**config.mk**
```make
export PLATFORM = sky130hd
export DESIGN_NAME = gpio_top
export DESIGN_NICKNAME = d
export VERILOG_FILES = /design/src/verilog/gpio_pkg.sv /design/src/verilog/axil_write_unit.sv /design/src/verilog/axil_read_unit.sv /design/src/verilog/gpio_input_sync.sv /design/src/verilog/gpio_regs.sv /design/src/verilog/gpio_top.sv
export SDC_FILE = /design/constraint.sdc
export NUM_CORES = 1
export LEC_CHECK = 0
export CELL_PAD_IN_SITES_DETAIL_PLACEMENT = 1
export CELL_PAD_IN_SITES_GLOBAL_PLACEMENT = 2
export CORE_AREA = 4 4 103 105
export DETAILED_ROUTE_END_ITERATION = 12
export DIE_AREA = 0 0 107 109
export DONT_BUFFER_PORTS = 1
export GPL_TIMING_DRIVEN = 0
export HOLD_SLACK_MARGIN = 0.08
export PLACE_DENSITY_LB_ADDON = 0.3
export SYNTH_ARGS = -nofsm -noshare
export SYNTH_HDL_FRONTEND = slang
export SYNTH_HIERARCHICAL = 1
export SYNTH_SLANG_ARGS = --single-unit
```
**constraint.sdc**
```tcl
create_clock -name bus -period 2.35 [get_ports bus]
set_clock_uncertainty 0.2 [all_clocks]
set_input_delay 0.1175 -clock bus [delete_from_list [all_inputs] [get_ports bus]]
set_output_delay 0.1175 -clock bus [all_outputs]
set_load 0.02 [all_outputs]
```
**src/verilog/gpio_pkg.sv**
```systemverilog
////////////////////
// Shared widths, register map and request types of the GPIO peripheral
// Imported by every RTL module and by the testbench reference model
////////////////////

package gpio_pkg;

  ////////////////////
  // Widths
  ////////////////////

  // Number of GPIO pins
  localparam int unsigned gpio_width     = 8;
  // Bus side widths
  localparam int unsigned bus_data_width = 32;
  localparam int unsigned bus_addr_width = 32;
  // Only the low address bits are decoded, so the map aliases every 16 bytes
  localparam int unsigned reg_addr_width = 4;

  typedef logic [gpio_width-1:0]     gpio_t;
  typedef logic [bus_data_width-1:0] bus_data_t;
  typedef logic [bus_addr_width-1:0] bus_addr_t;
  typedef logic [reg_addr_width-1:0] reg_addr_t;

  ////////////////////
  // Register map
  ////////////////////

  // Output enable, read/write
  localparam reg_addr_t reg_oe_offset   = 4'h0;
  // Output value, read/write
  localparam reg_addr_t reg_out_offset  = 4'h4;
  // Synchronized pins, read only
  localparam reg_addr_t reg_in_offset   = 4'h8;
  // Sticky rising edges, write 1 to clear
  localparam reg_addr_t reg_edge_offset = 4'hC;

  // Only OKAY is ever returned
  localparam logic [1:0] resp_okay = 2'b00;

  // One-cycle register write from the write unit
  typedef struct packed {
    logic      valid;
    reg_addr_t addr;
    bus_data_t data;
  } reg_write_t;

  // Read request from the read unit, answered in the same cycle
  typedef struct packed {
    logic      valid;
    reg_addr_t addr;
  } reg_read_t;

endpackage

```
**src/verilog/axil_write_unit.sv**
```systemverilog
////////////////////
// AXI4-lite write side of the GPIO peripheral
// Accepts AW and W together, issues one register write, returns B
////////////////////

`timescale 1ns/1ns

module axil_write_unit (
  input  logic                   bus,
  input  logic                   reset,
  // Write address channel
  input  logic                   awvalid,
  output logic                   awready,
  input  gpio_pkg::bus_addr_t    awaddr,
  // Write data channel
  input  logic                   wvalid,
  output logic                   wready,
  input  gpio_pkg::bus_data_t    wdata,
  // Write response channel
  output logic                   bvalid,
  input  logic                   bready,
  output logic [1:0]             bresp,
  // Request towards the register block
  output gpio_pkg::reg_write_t   wr_req
);

  import gpio_pkg::*;

  logic accept;

  ////////////////////
  // Address and data acceptance
  ////////////////////

  // Both beats must be present, and no response may be pending
  assign accept  = awvalid & wvalid & ~bvalid;

  // AW and W are always taken in the same cycle
  assign awready = accept;
  assign wready  = accept;

  // Write request lives for the acceptance cycle only
  assign wr_req.valid = accept;
  // Upper address bits ignored
  assign wr_req.addr  = reg_addr_t'(awaddr);
  assign wr_req.data  = wdata;

  ////////////////////
  // Write response
  ////////////////////

  // Set after acceptance, held until the master takes it
  always_ff @(posedge bus) begin
    if (reset) begin
      bvalid <= 1'b0;
    end else if (accept) begin
      bvalid <= 1'b1;
    end else if (bready) begin
      bvalid <= 1'b0;
    end
  end

  // No error responses
  assign bresp = resp_okay;

endmodule

```
**src/verilog/axil_read_unit.sv**
```systemverilog
////////////////////
// AXI4-lite read side of the GPIO peripheral
// Takes one AR beat, looks up the register, returns a registered R beat
////////////////////

`timescale 1ns/1ns

module axil_read_unit (
  input  logic                  bus,
  input  logic                  reset,
  // Read address channel
  input  logic                  arvalid,
  output logic                  arready,
  input  gpio_pkg::bus_addr_t   araddr,
  // Read data channel
  output logic                  rvalid,
  input  logic                  rready,
  output gpio_pkg::bus_data_t   rdata,
  output logic [1:0]            rresp,
  // Lookup in the register block
  output gpio_pkg::reg_read_t   rd_req,
  input  gpio_pkg::bus_data_t   rd_data
);

  import gpio_pkg::*;

  logic accept;

  ////////////////////
  // Address acceptance
  ////////////////////

  // One read at a time, blocked while R is pending
  assign accept  = arvalid & ~rvalid;
  assign arready = accept;

  // Offset goes to the register block in the acceptance cycle
  assign rd_req.valid = accept;
  assign rd_req.addr  = reg_addr_t'(araddr);

  ////////////////////
  // Read response
  ////////////////////

  // Response valid, held under back-pressure
  always_ff @(posedge bus) begin
    if (reset) begin
      rvalid <= 1'b0;
    end else if (accept) begin
      rvalid <= 1'b1;
    end else if (rready) begin
      rvalid <= 1'b0;
    end
  end

  // Data captured at acceptance and frozen until the next accept
  always_ff @(posedge bus) begin
    if (accept) begin
      rdata <= rd_data;
    end
  end

  assign rresp = resp_okay;

endmodule

```
**src/verilog/gpio_input_sync.sv**
```systemverilog
////////////////////
// Brings the gpio_i pins into the bus clock domain
// Also flags each rising edge for one cycle
////////////////////

`timescale 1ns/1ns

module gpio_input_sync (
  input  logic            bus,
  input  logic            reset,
  input  gpio_pkg::gpio_t gpio_i,
  output gpio_pkg::gpio_t sync_in,
  output gpio_pkg::gpio_t rise
);

  import gpio_pkg::*;

  // First stage may go metastable
  gpio_t sync_q1;
  // Second stage, safe to use
  gpio_t sync_q2;
  // Previous synchronized value, for edge detection
  gpio_t prev_q;

  ////////////////////
  // Synchronizer
  ////////////////////

  always_ff @(posedge bus) begin
    if (reset) begin
      sync_q1 <= '0;
      sync_q2 <= '0;
      prev_q  <= '0;
    end else begin
      sync_q1 <= gpio_i;
      sync_q2 <= sync_q1;
      prev_q  <= sync_q2;
    end
  end

  // Pin state seen 2 cycles after the pin moved
  assign sync_in = sync_q2;

  // High in the first cycle a bit reads 1
  assign rise = sync_q2 & ~prev_q;

endmodule

```
**src/verilog/gpio_regs.sv**
```systemverilog
////////////////////
// GPIO register block
// Applies write requests, answers read requests in the same cycle,
// and drives the pin enables and values
////////////////////

`timescale 1ns/1ns

module gpio_regs (
  input  logic                  bus,
  input  logic                  reset,
  // Requests from the bus units
  input  gpio_pkg::reg_write_t  wr_req,
  input  gpio_pkg::reg_read_t   rd_req,
  output gpio_pkg::bus_data_t   rd_data,
  // Synchronized pin state
  input  gpio_pkg::gpio_t       sync_in,
  input  gpio_pkg::gpio_t       rise,
  // Pin drivers
  output gpio_pkg::gpio_t       gpio_e,
  output gpio_pkg::gpio_t       gpio_o
);

  import gpio_pkg::*;

  // Sticky edge status
  gpio_t edge_q;

  // Write decode
  logic  wr_oe;
  logic  wr_out;
  logic  wr_edge;
  gpio_t wr_bits;
  gpio_t edge_clear;

  // Read mux result before the valid gate
  bus_data_t rd_word;

  ////////////////////
  // Write decode
  ////////////////////

  assign wr_oe   = wr_req.valid && (wr_req.addr == reg_oe_offset);
  assign wr_out  = wr_req.valid && (wr_req.addr == reg_out_offset);
  assign wr_edge = wr_req.valid && (wr_req.addr == reg_edge_offset);

  // Only the low pin bits of the bus word matter
  assign wr_bits = gpio_t'(wr_req.data);

  // Bits written as 1 are cleared, 0 leaves them alone
  assign edge_clear = wr_edge ? wr_bits : '0;

  ////////////////////
  // Registers
  ////////////////////

  // Output enable and value, whole register replaced
  // Writes to the input offset fall through and do nothing
  always_ff @(posedge bus) begin
    if (reset) begin
      gpio_e <= '0;
      gpio_o <= '0;
    end else begin
      if (wr_oe) begin
        gpio_e <= wr_bits;
      end
      if (wr_out) begin
        gpio_o <= wr_bits;
      end
    end
  end

  // A new rising edge beats a clear in the same cycle
  always_ff @(posedge bus) begin
    if (reset) begin
      edge_q <= '0;
    end else begin
      edge_q <= (edge_q & ~edge_clear) | rise;
    end
  end

  ////////////////////
  // Read mux
  ////////////////////

  // Current state, so a write in the same cycle is not yet visible
  always_comb begin
    case (rd_req.addr)
      reg_oe_offset:   rd_word = bus_data_t'(gpio_e);
      reg_out_offset:  rd_word = bus_data_t'(gpio_o);
      reg_in_offset:   rd_word = bus_data_t'(sync_in);
      reg_edge_offset: rd_word = bus_data_t'(edge_q);
      // Unmapped offsets read as zero
      default:         rd_word = '0;
    endcase
  end

  assign rd_data = rd_req.valid ? rd_word : '0;

endmodule

```
**src/verilog/gpio_top.sv**
```systemverilog
////////////////////
// GPIO peripheral top level
// Flat AXI4-lite slave port on one side, GPIO pins on the other
////////////////////

`timescale 1ns/1ns

module gpio_top (
  input  logic                 bus,
  input  logic                 reset,
  // Write address channel
  input  logic                 awvalid,
  output logic                 awready,
  input  gpio_pkg::bus_addr_t  awaddr,
  // Write data channel
  input  logic                 wvalid,
  output logic                 wready,
  input  gpio_pkg::bus_data_t  wdata,
  // Write response channel
  output logic                 bvalid,
  input  logic                 bready,
  output logic [1:0]           bresp,
  // Read address channel
  input  logic                 arvalid,
  output logic                 arready,
  input  gpio_pkg::bus_addr_t  araddr,
  // Read data channel
  output logic                 rvalid,
  input  logic                 rready,
  output gpio_pkg::bus_data_t  rdata,
  output logic [1:0]           rresp,
  // Pins
  output gpio_pkg::gpio_t      gpio_e,
  output gpio_pkg::gpio_t      gpio_o,
  input  gpio_pkg::gpio_t      gpio_i
);

  import gpio_pkg::*;

  // Requests into the register block
  reg_write_t wr_req;
  reg_read_t  rd_req;
  bus_data_t  rd_data;

  // Synchronized pins
  gpio_t sync_in;
  gpio_t rise;

  ////////////////////
  // Bus units
  ////////////////////

  axil_write_unit write_unit_i (
    .bus     (bus),
    .reset   (reset),
    .awvalid (awvalid),
    .awready (awready),
    .awaddr  (awaddr),
    .wvalid  (wvalid),
    .wready  (wready),
    .wdata   (wdata),
    .bvalid  (bvalid),
    .bready  (bready),
    .bresp   (bresp),
    .wr_req  (wr_req)
  );

  axil_read_unit read_unit_i (
    .bus     (bus),
    .reset   (reset),
    .arvalid (arvalid),
    .arready (arready),
    .araddr  (araddr),
    .rvalid  (rvalid),
    .rready  (rready),
    .rdata   (rdata),
    .rresp   (rresp),
    .rd_req  (rd_req),
    .rd_data (rd_data)
  );

  ////////////////////
  // Pin side
  ////////////////////

  gpio_input_sync input_sync_i (
    .bus     (bus),
    .reset   (reset),
    .gpio_i  (gpio_i),
    .sync_in (sync_in),
    .rise    (rise)
  );

  gpio_regs regs_i (
    .bus     (bus),
    .reset   (reset),
    .wr_req  (wr_req),
    .rd_req  (rd_req),
    .rd_data (rd_data),
    .sync_in (sync_in),
    .rise    (rise),
    .gpio_e  (gpio_e),
    .gpio_o  (gpio_o)
  );

endmodule

```
# ---- Word-level counts from Yosys, hierarchy flattened
# Cells that the tools add are included.
dict set report word_totals {
  elab_cells 37
  register_bits 82
  in_bits 111
}
dict set report classes {
  reduce_logical 7
  muxes 6
  n_bitwise 10
  eq_ne 5
}
# operator count
set op_table {}
lappend op_table {{one-hot mux 8 bit (4 select lines)} 1}
lappend op_table {{AND 8 bit} 2}
lappend op_table {{inverter 8 bit} 2}
lappend op_table {{equality test 4 bit (second input constant)} 3}
lappend op_table {{equality test 4 x 3 -> 1 bit (second input constant)} 2}
lappend op_table {{logical NOT 4 bit} 2}
lappend op_table {{2-to-1 mux 8 bit} 1}
lappend op_table {{OR 8 bit} 1}
lappend op_table {{2-to-1 mux 1 bit} 4}
lappend op_table {{nonzero test 2 bit} 2}
lappend op_table {{AND 1 bit} 3}
lappend op_table {{logical AND 1 bit} 3}
lappend op_table {{inverter 1 bit} 2}

# ---- Longest topological paths before layout
dict set report logic_depth {
  depth_word 7
  depth_mapped 8
}

# ---- By module
# The synthesis kept the hierarchy.
# module cells_per_inst seq_area_each_um2 area_per_inst_um2 n_inst
set by_module_without_submodules {}
lappend by_module_without_submodules {gpio_regs 170 480.5 1467.7 1}
lappend by_module_without_submodules {axil_read_unit 44 980.9 1057.3 1}
lappend by_module_without_submodules {gpio_input_sync 58 480.5 743.2 1}
lappend by_module_without_submodules {axil_write_unit 46 20.0 362.8 1}

# ---- Least setup slack after synthesis
# Ideal clock, no wire load.
dict set report synth_path {
  path_type {register to register}
  startpoint {register write_unit_i.bvalid}
  endpoint {register regs_i.gpio_o[0]}
  path_buffers 3
  stages_incl_launch_ff 9
  required_time_ps 2031
  path_slack_ps 51
  t_arrival_ps 1980
  setup_time_ps 119
  cell_sequence {dfxtp_1 -> nand3b_4 -> inv_1 -> buf_4 -> or3b_1 -> buf_6 -> or3b_4 -> buf_6 -> mux2i_1}
}
dict set report synth_between {
  elab_chain_len 3
}
# item line
set synth_lines {}
lappend synth_lines {{from (decl)} axil_write_unit.sv:20} ;# output logic bvalid,
lappend synth_lines {{from (signal assigned)} axil_write_unit.sv:55} ;# bvalid <= 1'b0;
lappend synth_lines {{from (signal assigned)} axil_write_unit.sv:57} ;# bvalid <= 1'b1;
lappend synth_lines {{from (signal assigned)} axil_write_unit.sv:59} ;# bvalid <= 1'b0;
lappend synth_lines {{inverter 1 bit} axil_write_unit.sv:36} ;# assign accept = awvalid & wvalid & ~bvalid;
lappend synth_lines {{AND 1 bit} axil_write_unit.sv:36}
lappend synth_lines {{named net awready} gpio_top.sv:13} ;# output logic awready,
lappend synth_lines {{logical AND 1 bit} gpio_regs.sv:44} ;# assign wr_out = wr_req.valid && (wr_req.addr == reg_out_offset);
lappend synth_lines {{to (signal assigned)} gpio_regs.sv:68} ;# gpio_o <= wr_bits;
lappend synth_lines {{to (decl)} gpio_regs.sv:21} ;# output gpio_pkg::gpio_t gpio_o
# The timed path passes the listed nets, and every way through them passes these cells.
# A chain may end at the register's enable or synchronous reset.

# ---- Final worst setup path
dict set report layout_path {
  startpoint {register write_unit_i.bvalid}
  endpoint {register regs_i.gpio_o[2]}
}
# The elaborated chain is that of the path after synthesis.

==> flow_metrics.tcl <==
set metrics [dict create \
    status "finished, final reports clean" \
    p_per_area_mw_per_mm2 730 \
    overflow 0 \
    drive_gt1_frac 0.274 \
    maxCapViolCount 0 \
    comb_power_share 0.078 \
    port_buffers 0 \
    grt_pass1_wl_mm 11.7 \
    met2_usage 0.246 \
    yosys_warnings 6 \
    ant_nets 0 \
    cts_buffers 9 \
    rows 36 \
    die_h_um 109 \
    cts_sinks 82 \
    htree_levels 3 \
    grt_max_degree 35 \
    final_cell_mix "dfxtp_1, buf_4, edfxtp_1" \
    gr-usage-met3 0.0367 \
    clk_pin_slew_ns 0.08 \
    tightest_slew_ns 0.959 \
    final_common_cell "dfxtp_1" \
    worstPathArrival_ns 2.30 \
    drtIter0Drc 46 \
    busiest_layer "met2" \
    synth_cells 294 \
    clock-root-buffer "clkbuf_8" \
    p_leak_uw 0.00169 \
    final-hold-violation-count 0 \
    antenna_found_initial 0 \
    vias_per_cell 4.30 \
    grt_pass1_vias 2211 \
    route.vias.total 2111 \
    hold_class "in2reg" \
    dp_hpwl_mm 5.17 \
    finalSetupViolCount 0 \
    critPathRequiredTime_ns 2.38 \
    n_antenna_cell 0 \
    core-area_mm2 0.00964 \
    p_seq_frac 0.523 \
    power_uw 3080 \
    die_w_um 107 \
    slew_headroom 0.359 \
    vdd_drop_max_mv 0.220 \
    synth_area_mm2 0.00345 \
    period_share 0.965 \
    wl_mm 7.54 \
    track_usage 0.136 \
    final.setup.worst_slack_ns 0.0830 \
    final_nets 464 \
    crit_path_max_fanout 10 \
    path_class "reg2reg" \
    clockBufferDepth 2 \
    dr.pass1.iters 4 \
    pre_cts_ws_ns -0.132 \
    fin_tns_setup_ns 0 \
    critPathCaptureType "flip-flop" \
    clkPwrFrac 0.399 \
    clock.fmax_mhz 441 \
    final_max_slew_viol_count 0 \
    cp-start-kind "flip-flop" \
    place_congestion 0.739 \
    start_util 0.358 \
    post_drt_wl_per_cell_um 15.3 \
    rsz0062_at_grt "no" \
    cts_tree "yes" \
    drc 0 \
    power.internal_uw 2390 \
    grtUsageMet1 0.148 \
    switching_share 0.225 \
    syn_to_final_growth_pct 22.3 \
    avgSynthCellArea_um2 11.7 \
    die-area_mm2 0.0117 \
    p_switching_uw 693 \
    min_period_ns 2.27 \
    ioPinCount 168 \
    clock_latency_ns 0.35 \
]
==> area by class of cell <==
cell class | count | area [um^2]
fill | 1066 | 5420
sequential | 82 | 1970
multi-input combinational | 170 | 1130
buffer | 57 | 413
clock buffer | 16 | 260
timing repair buffer | 24 | 248
tap | 133 | 166
inverter | 9 | 37.5
==> per-stage QoR <==
stage / area (um^2) / utilization / hold WS, ns / cells
floorplan: 3540 / - / -0.0201 / 319
detailed placement: 3710 / 0.385 / -0.0128 / 452
global route: 4220 / 0.438 / 0.0944 / 491
finish: 4220 / 0.438 / 0.0998 / 491
global placement: 3710 / 0.385 / -0.0170 / 452
CTS: 4230 / 0.438 / 0.0960 / 492
==> final timing paths <==
path                                       from                                 end  slack, ns  cells past startpoint
max            write_unit_i/bvalid$_SDFFE_PP0P_       regs_i/gpio_o[2]$_SDFFE_PP0P_       0.08                      7
min                                     arvalid     read_unit_i/rdata[24]$_DFFE_PP_        0.1                      1
max reg2reg    write_unit_i/bvalid$_SDFFE_PP0P_       regs_i/gpio_o[2]$_SDFFE_PP0P_       0.08                      7
min reg2reg  input_sync_i/sync_q1[4]$_SDFF_PP0_  input_sync_i/sync_in[4]$_SDFF_PP0_       0.24                      1
==> repair_timing <==
item / in CTS / in global routing
setup endpoints to repair: 17 / 9
hold endpoints to repair: 51 / 0
resized for setup: 3 / 2
hold buffers: 22 / 0
gates cloned: 0 / 0
setup buffers: 2 / 0
pin swaps: 1 / 1
==> sequential cells by signal (all words and copies together), names as in the netlist <==
register	count
input_sync_i/prev_q	8
input_sync_i/sync_in	8
input_sync_i/sync_q1	8
read_unit_i/rdata	32
read_unit_i/rvalid	1
regs_i/edge_q	8
regs_i/gpio_e	8
regs_i/gpio_o	8
write_unit_i/bvalid	1
==> worst max-delay path, stage by stage (launching register included) <==
cell        delay, ns
dfxtp_4          0.38
nand3b_4         0.17
clkinvlp_4       0.14
buf_4            0.12
or3b_1           0.35
buf_6            0.16
or3b_4           0.49
mux2i_1          0.15
==> power groups by stage <==
stage / combinational (uW) / clock [uW] / sequential (uW)
finish: 240 / 1230 / 1610
global route: 265 / 1330 / 1620
CTS: 240 / 1270 / 1620
detailed placement: 204 / 0 / 1650
global placement: 200 / 0 / 1650
floorplan: 169 / 0 / 1640
==> per-layer routing <==
metal  vias to the layer above  share of wire
met5                         -              0
met2                        58           0.52
met3                         9          0.046
li1                       1033              -
met1                      1011           0.42
met4                         0          0.016
No activity file was read; power rests on OpenSTA's default activity.
